`config.mk`:
```
export PLATFORM = sky130hd
export DESIGN_NAME = cmp_station
export DESIGN_NICKNAME = d
export VERILOG_FILES = /design/src/rv32i_pkg.sv /design/src/tomasulo_pkg.sv /design/src/cmp_station.sv /design/src/cmp_cdb_drain.sv /design/src/cmp_rs_slot.sv /design/src/cmp_dispatch.sv
export VERILOG_INCLUDE_DIRS = /design/src
export SDC_FILE = /design/constraint.sdc
export NUM_CORES = 2
export LEC_CHECK = 0
export ABC_AREA = 1
export BUFFER_PORTS_ARGS = -buffer_cell sky130_fd_sc_hd__buf_2
export CORE_MARGIN = 1.5
export CORE_UTILIZATION = 45
export CTS_CLUSTER_DIAMETER = 60
export DETAILED_ROUTE_END_ITERATION = 6
export SLEW_MARGIN = 30
export SYNTH_ARGS = -nofsm -noshare
export SYNTH_HDL_FRONTEND = slang
export SYNTH_SLANG_ARGS = --single-unit
```
`constraint.sdc`:
```
create_clock -name clk -period 6.5 [get_ports clk]
set_input_delay 0.65 -clock clk [delete_from_list [all_inputs] [get_ports clk]]
set_output_delay 0.65 -clock clk [all_outputs]
set_load 0.02 [all_outputs]
```
`src/cmp_config.svh`:
```
`ifndef CMP_CONFIG_SVH
`define CMP_CONFIG_SVH

// Sizing of the compare cluster

// Reservation slots in the cluster
`define CMP_RS_SLOTS 4

// ROB depth, sets the tag width
`define ROB_ENTRIES 8

// Broadcast ports from the other functional units
//   the cluster's own output is added on top of these
`define EXT_CDB_PORTS 2

// Data word width
`define XLEN 32

`endif
```
`src/rv32i_pkg.sv`:
```
`include "cmp_config.svh"

package rv32i_pkg;

    // Architectural data word
    typedef logic [`XLEN-1:0] word_t;

    // Compare operations
    // Branch ops follow the branch funct3 encoding
    // slt and sltu fill the two unused branch codes
    typedef enum logic [2:0] {
        CMP_BEQ  = 3'b000,
        CMP_BNE  = 3'b001,
        CMP_SLT  = 3'b010,
        CMP_SLTU = 3'b011,
        CMP_BLT  = 3'b100,
        CMP_BGE  = 3'b101,
        CMP_BLTU = 3'b110,
        CMP_BGEU = 3'b111
    } cmp_op_e;

endpackage

```
`src/tomasulo_pkg.sv`:
```
`include "cmp_config.svh"

package tomasulo_pkg;

    localparam int SNOOP_PORTS = `EXT_CDB_PORTS + 1;

    typedef logic [$clog2(`ROB_ENTRIES)-1:0] rob_tag_t;

    // Source operand, value is only meaningful once ready is set
    typedef struct packed {
        logic             ready;
        rob_tag_t         tag;
        rv32i_pkg::word_t value;
    } operand_t;

    // Micro-op from the decoder
    typedef struct packed {
        rv32i_pkg::cmp_op_e op;
        rob_tag_t           src1;
        rob_tag_t           src2;
        rob_tag_t           dest;
    } cmp_issue_t;

    // Resolved micro-op written into a slot
    typedef struct packed {
        rv32i_pkg::cmp_op_e op;
        operand_t           src1;
        operand_t           src2;
        rob_tag_t           dest;
    } cmp_slot_load_t;

    typedef struct packed {
        logic             valid;
        rob_tag_t         tag;
        rv32i_pkg::word_t value;
    } cdb_entry_t;

    // External ports low, own output in the top element
    typedef cdb_entry_t [SNOOP_PORTS-1:0] cdb_bus_t;

    // Capture a broadcast for an operand that is still waiting
    function automatic operand_t snoop_operand(operand_t opnd, cdb_bus_t bus);
        operand_t res;
        res = opnd;
        for (int j = 0; j < SNOOP_PORTS; j++) begin
            if (!opnd.ready && bus[j].valid && bus[j].tag == opnd.tag) begin
                res.ready = 1'b1;
                res.value = bus[j].value;
            end
        end
        return res;
    endfunction

endpackage

```
`src/cmp_station.sv`:
```
`timescale 1ns/1ps
`include "cmp_config.svh"

module cmp_station (
    input  logic                                          clk,
    input  logic                                          rst_n_i,
    input  logic                                          flush_i,
    input  logic                                          issue_valid_i,
    input  tomasulo_pkg::cmp_issue_t                      issue_i,
    input  rv32i_pkg::word_t [`ROB_ENTRIES-1:0]           rob_value_i,
    input  logic [`ROB_ENTRIES-1:0]                       rob_ready_i,
    input  tomasulo_pkg::cdb_entry_t [`EXT_CDB_PORTS-1:0] cdb_i,
    output logic                                          full_o,
    output tomasulo_pkg::cdb_entry_t                      cdb_o
);
    import tomasulo_pkg::*;

    cdb_bus_t                             snoop;
    cmp_slot_load_t                       slot_load;
    logic [`CMP_RS_SLOTS-1:0]             slot_load_en;
    logic [`CMP_RS_SLOTS-1:0]             slot_busy;
    logic [`CMP_RS_SLOTS-1:0]             slot_done;
    logic [`CMP_RS_SLOTS-1:0]             grant;
    cdb_entry_t [`CMP_RS_SLOTS-1:0]       slot_result;

    // Own output feeds back as the top snoop port
    assign snoop = {cdb_o, cdb_i};

    cmp_dispatch u_dispatch (
        .clk            (clk),
        .rst_n_i        (rst_n_i),
        .flush_i        (flush_i),
        .issue_valid_i  (issue_valid_i),
        .issue_i        (issue_i),
        .rob_value_i    (rob_value_i),
        .rob_ready_i    (rob_ready_i),
        .snoop_i        (snoop),
        .slot_busy_i    (slot_busy),
        .slot_load_o    (slot_load),
        .slot_load_en_o (slot_load_en),
        .full_o         (full_o)
    );

    for (genvar i = 0; i < `CMP_RS_SLOTS; i++) begin : g_slot
        cmp_rs_slot u_slot (
            .clk       (clk),
            .rst_n_i   (rst_n_i),
            .flush_i   (flush_i),
            .load_en_i (slot_load_en[i]),
            .load_i    (slot_load),
            .snoop_i   (snoop),
            .grant_i   (grant[i]),
            .busy_o    (slot_busy[i]),
            .done_o    (slot_done[i]),
            .result_o  (slot_result[i])
        );
    end

    cmp_cdb_drain u_drain (
        .clk       (clk),
        .rst_n_i   (rst_n_i),
        .flush_i   (flush_i),
        .done_i    (slot_done),
        .results_i (slot_result),
        .grant_o   (grant),
        .cdb_o     (cdb_o)
    );

endmodule

```
`src/cmp_cdb_drain.sv`:
```
`timescale 1ns/1ps
`include "cmp_config.svh"

module cmp_cdb_drain (
    input  logic                                           clk,
    input  logic                                           rst_n_i,
    input  logic                                           flush_i,
    input  logic [`CMP_RS_SLOTS-1:0]                       done_i,
    input  tomasulo_pkg::cdb_entry_t [`CMP_RS_SLOTS-1:0]   results_i,
    output logic [`CMP_RS_SLOTS-1:0]                       grant_o,
    output tomasulo_pkg::cdb_entry_t                       cdb_o
);
    import rv32i_pkg::*;
    import tomasulo_pkg::*;

    cdb_entry_t granted;
    logic       out_valid_q;
    rob_tag_t   out_tag_q;
    word_t      out_value_q;

    // Fixed priority, lowest index wins
    assign grant_o = done_i & (~done_i + 1'b1);

    always_comb begin
        granted = '0;
        for (int i = 0; i < `CMP_RS_SLOTS; i++) begin
            if (grant_o[i]) begin
                granted = results_i[i];
            end
        end
    end

    always_ff @(posedge clk or negedge rst_n_i) begin
        if (!rst_n_i) begin
            out_valid_q <= 1'b0;
        end else if (flush_i) begin
            out_valid_q <= 1'b0;
        end else begin
            out_valid_q <= |grant_o;
        end
    end

    always_ff @(posedge clk) begin
        out_tag_q   <= granted.tag;
        out_value_q <= granted.value;
    end

    assign cdb_o = '{valid: out_valid_q, tag: out_tag_q, value: out_value_q};

    // A granted slot must present a valid result entry
    a_grant_valid: assert property (
        @(posedge clk) disable iff (!rst_n_i)
            (|grant_o) |-> granted.valid
    ) else $error("cmp_cdb_drain: grant of an invalid result");

endmodule

```
`src/cmp_rs_slot.sv`:
```
`timescale 1ns/1ps
`include "cmp_config.svh"

module cmp_rs_slot (
    input  logic                         clk,
    input  logic                         rst_n_i,
    input  logic                         flush_i,
    input  logic                         load_en_i,
    input  tomasulo_pkg::cmp_slot_load_t load_i,
    input  tomasulo_pkg::cdb_bus_t       snoop_i,
    input  logic                         grant_i,
    output logic                         busy_o,
    output logic                         done_o,
    output tomasulo_pkg::cdb_entry_t     result_o
);
    import rv32i_pkg::*;
    import tomasulo_pkg::*;

    typedef enum logic [1:0] {
        SLOT_FREE,
        SLOT_WAIT,
        SLOT_DONE
    } slot_state_e;

    slot_state_e state_q;
    cmp_op_e     op_q;
    operand_t    src1_q;
    operand_t    src2_q;
    operand_t    src1_d;
    operand_t    src2_d;
    rob_tag_t    dest_q;
    logic        result_q;
    logic        operands_ready;

    function automatic logic compare(cmp_op_e op, word_t a, word_t b);
        logic r;
        case (op)
            CMP_BEQ:  r = (a == b);
            CMP_BNE:  r = (a != b);
            CMP_SLT:  r = ($signed(a) < $signed(b));
            CMP_BLT:  r = ($signed(a) < $signed(b));
            CMP_BGE:  r = ($signed(a) >= $signed(b));
            CMP_SLTU: r = (a < b);
            CMP_BLTU: r = (a < b);
            CMP_BGEU: r = (a >= b);
        endcase
        return r;
    endfunction

    // Snoop also applies on the load edge, a broadcast there is not lost
    always_comb begin
        src1_d = snoop_operand(load_en_i ? load_i.src1 : src1_q, snoop_i);
        src2_d = snoop_operand(load_en_i ? load_i.src2 : src2_q, snoop_i);
    end

    assign operands_ready = src1_q.ready && src2_q.ready;

    always_ff @(posedge clk or negedge rst_n_i) begin
        if (!rst_n_i) begin
            state_q <= SLOT_FREE;
        end else if (flush_i) begin
            state_q <= SLOT_FREE;
        end else begin
            case (state_q)
                SLOT_FREE: if (load_en_i) state_q <= SLOT_WAIT;
                SLOT_WAIT: if (operands_ready) state_q <= SLOT_DONE;
                SLOT_DONE: if (grant_i) state_q <= SLOT_FREE;
                default:   state_q <= SLOT_FREE;
            endcase
        end
    end

    always_ff @(posedge clk) begin
        if (load_en_i) begin
            op_q   <= load_i.op;
            dest_q <= load_i.dest;
        end
        if (load_en_i || state_q == SLOT_WAIT) begin
            src1_q <= src1_d;
            src2_q <= src2_d;
        end
        // Result held until the drain takes it
        if (state_q == SLOT_WAIT && operands_ready) begin
            result_q <= compare(op_q, src1_q.value, src2_q.value);
        end
    end

    assign busy_o         = (state_q != SLOT_FREE);
    assign done_o         = (state_q == SLOT_DONE);
    assign result_o.valid = done_o;
    assign result_o.tag   = dest_q;
    assign result_o.value = word_t'(result_q);

    a_load_only_free: assert property (
        @(posedge clk) disable iff (!rst_n_i) load_en_i |-> state_q == SLOT_FREE
    ) else $error("cmp_rs_slot: load into occupied slot");

    a_grant_only_done: assert property (
        @(posedge clk) disable iff (!rst_n_i) grant_i |-> state_q == SLOT_DONE
    ) else $error("cmp_rs_slot: grant without result");

endmodule

```
`src/cmp_dispatch.sv`:
```
`timescale 1ns/1ps
`include "cmp_config.svh"

module cmp_dispatch (
    input  logic                                clk,
    input  logic                                rst_n_i,
    input  logic                                flush_i,
    input  logic                                issue_valid_i,
    input  tomasulo_pkg::cmp_issue_t            issue_i,
    input  rv32i_pkg::word_t [`ROB_ENTRIES-1:0] rob_value_i,
    input  logic [`ROB_ENTRIES-1:0]             rob_ready_i,
    input  tomasulo_pkg::cdb_bus_t              snoop_i,
    input  logic [`CMP_RS_SLOTS-1:0]            slot_busy_i,
    output tomasulo_pkg::cmp_slot_load_t        slot_load_o,
    output logic [`CMP_RS_SLOTS-1:0]            slot_load_en_o,
    output logic                                full_o
);
    import tomasulo_pkg::*;

    operand_t                 rob_src1;
    operand_t                 rob_src2;
    operand_t                 src1_res;
    operand_t                 src2_res;
    logic [`CMP_RS_SLOTS-1:0] avail;
    logic [`CMP_RS_SLOTS-1:0] pick;
    logic [`CMP_RS_SLOTS-1:0] pick_en;

    // ROB view of each source, ready bit folded in after the snoop
    assign rob_src1 = '{ready: 1'b0, tag: issue_i.src1, value: rob_value_i[issue_i.src1]};
    assign rob_src2 = '{ready: 1'b0, tag: issue_i.src2, value: rob_value_i[issue_i.src2]};

    // A same-cycle broadcast overrides the ROB value
    always_comb begin
        src1_res = snoop_operand(rob_src1, snoop_i);
        src2_res = snoop_operand(rob_src2, snoop_i);
        src1_res.ready = src1_res.ready | rob_ready_i[issue_i.src1];
        src2_res.ready = src2_res.ready | rob_ready_i[issue_i.src2];
    end

    // Slot with a load in flight is not yet busy, so mask it out
    assign avail   = ~slot_busy_i & ~slot_load_en_o;
    // Lowest set bit
    assign pick    = avail & (~avail + 1'b1);
    assign pick_en = issue_valid_i ? pick : '0;

    always_ff @(posedge clk or negedge rst_n_i) begin
        if (!rst_n_i) begin
            slot_load_en_o <= '0;
            full_o         <= 1'b0;
        end else if (flush_i) begin
            slot_load_en_o <= '0;
            full_o         <= 1'b0;
        end else begin
            slot_load_en_o <= pick_en;
            full_o         <= &(slot_busy_i | slot_load_en_o | pick_en);
        end
    end

    always_ff @(posedge clk) begin
        if (issue_valid_i) begin
            slot_load_o <= '{op: issue_i.op, src1: src1_res, src2: src2_res,
                             dest: issue_i.dest};
        end
    end

    // Decoder has no back-pressure and must respect full
    a_no_issue_when_full: assert property (
        @(posedge clk) disable iff (!rst_n_i) issue_valid_i |-> !full_o
    ) else $error("cmp_dispatch: issue while full");

endmodule

```
# Word level (Yosys, flattened, before mapping)
# Index checks and enable logic that the tools add are counted.
# Widths: inputs -> output; s select.
[op_classes]
n_reduce_logical = 125
bitwise_logic = 11
n_eq_ne = 86
magnitude_cmp = 18
addsub = 2
mux = 84
[ops]
columns = ["op", "n"]
rows = [
  ["$mux 32", 32],
  ["$mux 36", 8],
  ["$ge 32x32->1", 8],
  ["$lt 32x32->1", 8],
  ["$bmux 32 s3", 2],
  ["$mux 35", 4],
  ["$eq 32x32->1", 4],
  ["$ne 32x32->1", 4],
  ["$eq 3x3->1", 30],
  ["$logic_and 1x1->1", 62],
  ["$eq 3x3->1 const B", 16],
  ["$mux 2", 16],
  ["$reduce_bool 4->1", 8],
  ["$reduce_or 3->1", 9],
  ["$eq 3x2->1 const B", 8],
  ["$ne 3x3->1 const B", 8],
  ["$pmux 1 s6", 4],
  ["$pmux 2 s3", 4],
  ["$not 4->4", 4],
  ["$reduce_and 2->1", 8],
  ["$reduce_or 2->1", 8],
  ["$and 4x4->4", 3],
  ["$eq 3x1->1 const B", 4],
  ["$logic_not 3->1", 4],
  ["17 further kinds", 60],
]
[word_totals]
out_inout_bits = 37
elab_cells = 380
input_bits = 352
regBits = 443

# Logic depth before layout (Yosys ltp)
[depth]
depth_word = 10
depth_mapped = 18
depth_no_buf = 18

# By module
# Synthesis repeated with hierarchy kept, for this count alone.
[unflattened]
cells_unflattened = 6274
area_unflattened_um2 = 40991.8
[by_module_without_submodules]
columns = ["module", "instances", "area_per_inst_um2", "seq_area_each_um2", "cells_each"]
rows = [
  ["cmp_rs_slot", 4, 6881.6, 2422.3, 951],
  ["cmp_dispatch", 1, 11148.2, 2467.4, 2147],
  ["cmp_cdb_drain", 1, 2317.2, 725.7, 323],
]

# Least setup slack after synthesis
# OpenSTA, ideal clock, no wires.
[synth_timing]
path_kind = "input -> register"
from = "input port cdb_i[69] in the netlist's numbering"
to = "register g_slot[2].u_slot.src1_q[0] in the netlist's numbering (enable)"
slack_ns = 2.664
stages = 8
t_required_ns = 6.060
t_arrival_ns = 3.397
setup_time_ns = 0.440
n_path_buf = 3
path_cell_list = "buf_2 -> inv_1 -> buf_2 -> o22ai_1 -> a21oi_1 -> nand2_1 -> clkbuf_1 -> a41oi_1"
[synth_via]
elab_chain_cells = 4
[synth_lines]
columns = ["element", "line", "source"]
rows = [
  ["from (decl)", "cmp_station.sv:12", "input tomasulo_pkg::cdb_entry_t [`EXT_CDB_PORTS-1:0] cdb_i,"],
  ["$eq 3x3->1", "tomasulo_pkg.sv:46", "if (!opnd.ready && bus[j].valid && bus[j].tag == opnd.tag) begin"],
  ["$logic_and 1x1->1", "tomasulo_pkg.sv:46", ""],
  ["$reduce_bool 4->1 (no line)", "--", ""],
  ["$reduce_and 2->1 (no line)", "--", ""],
  ["to (signal assigned)", "cmp_rs_slot.sv:79", "src1_q <= src1_d;"],
  ["to (decl)", "cmp_rs_slot.sv:27", "operand_t src1_q;"],
]
# No other way between the ends.
# A chain may end at the register's enable or synchronous reset.

# Worst setup path after layout
[layout_timing]
from = "register u_dispatch.slot_load_en_o[3]"
to = "register g_slot[3].u_slot.src1_q[5] in the netlist's numbering (enable)"
[layout_via]
elab_chain_cells = 6
word_cells_on_any_way = 14
cone_classes = "eq/ne (3); mux (1); reduce/logical (10)"
[layout_lines]
columns = ["element", "line", "source"]
rows = [
  ["from (decl)", "cmp_dispatch.sv:15", "output logic [`CMP_RS_SLOTS-1:0] slot_load_en_o,"],
  ["from (signal assigned)", "cmp_dispatch.sv:54", "slot_load_en_o <= pick_en;"],
  ["branches (longest 5 deep; another with $mux 36)", "--", ""],
  ["$reduce_and 2->1 (no line) *", "--", ""],
  ["to (signal assigned)", "cmp_rs_slot.sv:79", ""],
  ["to (decl)", "cmp_rs_slot.sv:27", ""],
]
# Mark *: on every way between the ends. The select of a mux whose other input is x is not followed.

==> impl_metrics.csv <==
group,metric,value,unit
clock_tree,postCtsSetupRepairBufs,0,
clock_tree,cts_sinks,412,
routing,drt_iter0_markers,4243,
synthesis,ys_ff_latch,412,
routing,drcViolationCount,0,
global_routing,first_global_vias,28700,
setup_path,rr_endpoint,"g_slot[3].u_slot.src1_q[5]",
global_routing,grt_pass1_wl,182000,um
floorplanning,core_area,71200,um^2
clock_tree,clock_path_buffers,3,
routing,via_count,31900,
power_and_ir_drop,p_int,5.92,mW
synthesis,synth_edf_count,394,
setup_path,reg2reg_depth,8,
power_and_ir_drop,leakagePower,16.2,nW
timing,slew_viol_final,0,
clock_tree,numCtsBuffers,47,
synthesis,ys_types,51,
floorplanning,floorplan.initialDensity,45.4,%
cells_and_area,area_growth,10.2,%
timing,max-slew-margin-rel,35.1,%
cells_and_area,layout.nets,4840,
setup_path,start_kind,"flip-flop",
setup_path,crit_fanout,36,
setup_path,worstSetupPathType,"flip-flop to flip-flop",
timing,setup_viol,0,
setup_path,ff2ff_setup_slack,2.72,ns
synthesis,yosysTopAreaCellShare,36.6,%
timing,min_period,3.78,ns
timing,skew,0.0174,ns
synthesis,async_reset_ff_share,3.40,%
clock_tree,clk_pin_slew_worst_paths,0.07,ns
floorplanning,rows,98,
power_and_ir_drop,swShare,36.3,%
cells_and_area,final_cells,5367,
setup_path,setup.worst_path.end_class,"flip-flop",
setup_path,critPathRequiredTime,6.75,ns
synthesis,synthCells,4252,
synthesis,ys_top_cells_by_area,"edfxtp_1, o21ai_0, inv_1",
global_routing,gr-total-overflow,0,
timing,setup_tns,0,ns
place,port_buffers,357,
outcome,status,"finished, final reports clean",
clock_tree,insertion_delay,0.61,ns
synthesis,avgSynthCellArea,7.60,um^2
routing,wl_per_cell,22.8,um
routing,first_pass_iters,7,
routing,antenna_left,0,
timing,finalHoldViolCount,0,
timing,rsz0062_at_grt,"no",
cells_and_area,drive_above_1_share,13.0,%
place,dp_hpwl,89100,um
routing,finalWirelength,123000,um
power_and_ir_drop,power.density,261,nW/um^2
cells_and_area,final_common_cell,"o21ai_0",
synthesis,yosysTopAreaCell,"edfxtp_1",
clock_tree,cts_hold_buf,1,
timing,fmax,264,MHz
setup_path,r2r_start,"u_dispatch.slot_load_en_o[3]",
floorplanning,die_x,271,um
power_and_ir_drop,pwr-share-clk,29.8,%
hold_path,min_to,"u_dispatch.slot_load_o[2]",
power_and_ir_drop,vdd_drop_max,0.196,mV
hold_path,hold_depth,1,
clock_tree,cts.repair.resized,0,
timing,fin_crit_sh,58.2,%
routing,avgViaCountPerCell,5.95,
power_and_ir_drop,power.share.sequential,40.2,%
floorplanning,die_area,73500,um^2
global_routing,grt_start_max_net_pins,100,
place,gp_congestion,1.00,
setup_path,arrival,4.03,ns
global_routing,grt.total_usage,32.3,%
global_routing,antenna_found_initial,18,
floorplanning,die_h,271,um
hold_path,hold_start,"issue_i[2]",
flow_run,max_cap_viol_count,0,
timing,worstMarginPinSlew,0.974,ns
power_and_ir_drop,p_comb_share,30.0,%
power_and_ir_drop,switchingPower,3.38,mW
clock_tree,htree_levels,2,
synthesis,ys_warn_count,0,
synthesis,seq_area_frac_synth,37.9,%
floorplanning,ios,389,
cells_and_area,mostFrequentLayoutCells,"o21ai_0, inv_1, edfxtp_1",
synthesis,syn_area,32300,um^2
clock_tree,cts_tree,"done",
synthesis,synth_ff_type,"edfxtp_1",
hold_path,min_path_type,"primary input to flip-flop",
place,dp.cells,5259,
clock_tree,cts_root_buf,"clkbuf_16",
-- cell type report --
class / count / area [um^2]
Fill cell: 6944 / 35600
Multi-Input combinational cell: 2831 / 15900
Sequential cell: 412 / 12300
Inverter: 663 / 2490
Timing Repair Buffer: 405 / 2160
Clock buffer: 60 / 1270
Tap cell: 950 / 1190
Clock inverter: 26 / 305
Antenna cell: 20 / 50.0
-- cells by family (layout without fill, tap and decap cells) --
group / Yosys count / count (layout) / synth area share (%)
xor gates and xnor gates: 33 / 33 / 0.894
adders and majority gates: 128 / 128 / 4.95
AOI/OAI and AO/OA: 1662 / 1662 / 29.1
buffers and inverters: 1039 / 1154 / 13.5
other: 1 / 51 / 0.0116
DFF: 412 / 412 / 37.9
and+or+nand+nor: 977 / 977 / 13.6
-- routing by layer --
layer / track usage, % / up-vias / share of wire [%]
li1: - / 14900 / -
met5: 0 / - / 0.0098
met3: 5.84 / 244 / 11
met1: 46.2 / 14800 / 42
met4: 15.1 / 2 / 4.7
met2: 47.1 / 1939 / 43
-- synthesized netlist by cell type, drive strengths merged (3+ instances only) --
cell type  instances
a211oi             6
a21o               5
a21oi            346
a221oi             5
a31oi             62
a41oi              4
buf              196
clkbuf           180
dfrtp             14
dfxtp              4
edfxtp           394
ha               128
inv              661
nand2            368
nand3            404
nand4             26
nor2             140
nor3              30
nor3b              3
o2111ai            3
o211ai            18
o21a               5
o21ai            892
o21bai           248
o22ai             33
o311ai            31
xor2              32
-- worst max-delay path: stages, from the launching register on --
cell and delay (ns):
dfrtp_2 0.90, o21ai_1 0.32, xor2_1 0.21, a211oi_1 0.23, nand2_2 0.40, inv_2 0.62
o21ai_0 0.18, nand2_1 0.09, buf_4 0.40
-- worst max path at each step --
| stage | from | endpoint | slack [ns] | cells past startpoint |
|---|---|---|---|---|
| after floorplan | cdb_i[69] | g_slot[2].u_slot.src1_q[0] | 2.66 | 8 |
| after global routing | u_dispatch.slot_load_en_o[3] | g_slot[3].u_slot.src1_q[5] | 2.49 | 8 |
| after global placement | cdb_i[68] | g_slot[1].u_slot.src1_q[13] | 2.08 | 9 |
| after detailed placement | cdb_i[68] | g_slot[1].u_slot.src2_q[13] | 2.36 | 9 |
| final | u_dispatch.slot_load_en_o[3] | g_slot[3].u_slot.src1_q[5] | 2.72 | 8 |
| after CTS | u_dispatch.slot_load_en_o[1] | g_slot[1].u_slot.src2_q[23] | 2.43 | 10 |
-- power groups by stage --
stage                     registers (mW)  logic (mW)  clock network (mW)
after floorplan                     3.62        1.97                   0
after global placement              3.78        2.70                   0
after detailed placement            3.78        2.74                   0
after CTS                           3.73        2.75                2.79
after global routing                3.77        3.10                2.88
final                               3.74        2.79                2.77
-- per-stage QoR --
step	setup slack (ns)	utilization [%]	power, mW	cell area (um^2)	hold WS, ns
2_1_floorplan	2.66	-	5.59	32400	0.354
3_3_place_gp	2.08	47.7	6.47	34000	0.479
3_5_place_dp	2.36	47.7	6.52	34000	0.480
4_1_cts	2.43	49.9	9.27	35600	0.201
5_1_grt	2.49	50.0	9.75	35600	0.203
6_report	2.72	50.0	9.30	35600	0.220
-- flip-flops by register name (all words and copies together), names as in the netlist --
signal / flops
g_slot.u_slot.src1_q: 144
g_slot.u_slot.src2_q: 144
u_dispatch.slot_load_o: 78
g_slot.u_slot.dest_q: 12
g_slot.u_slot.op_q: 12
g_slot.u_slot.state_q: 8
g_slot.u_slot.result_q: 4
u_dispatch.slot_load_en_o: 4
u_drain.out_tag_q: 3
u_dispatch.full_o: 1
u_drain.out_valid_q: 1
u_drain.out_value_q: 1
(Power assumes the default switching activity.)
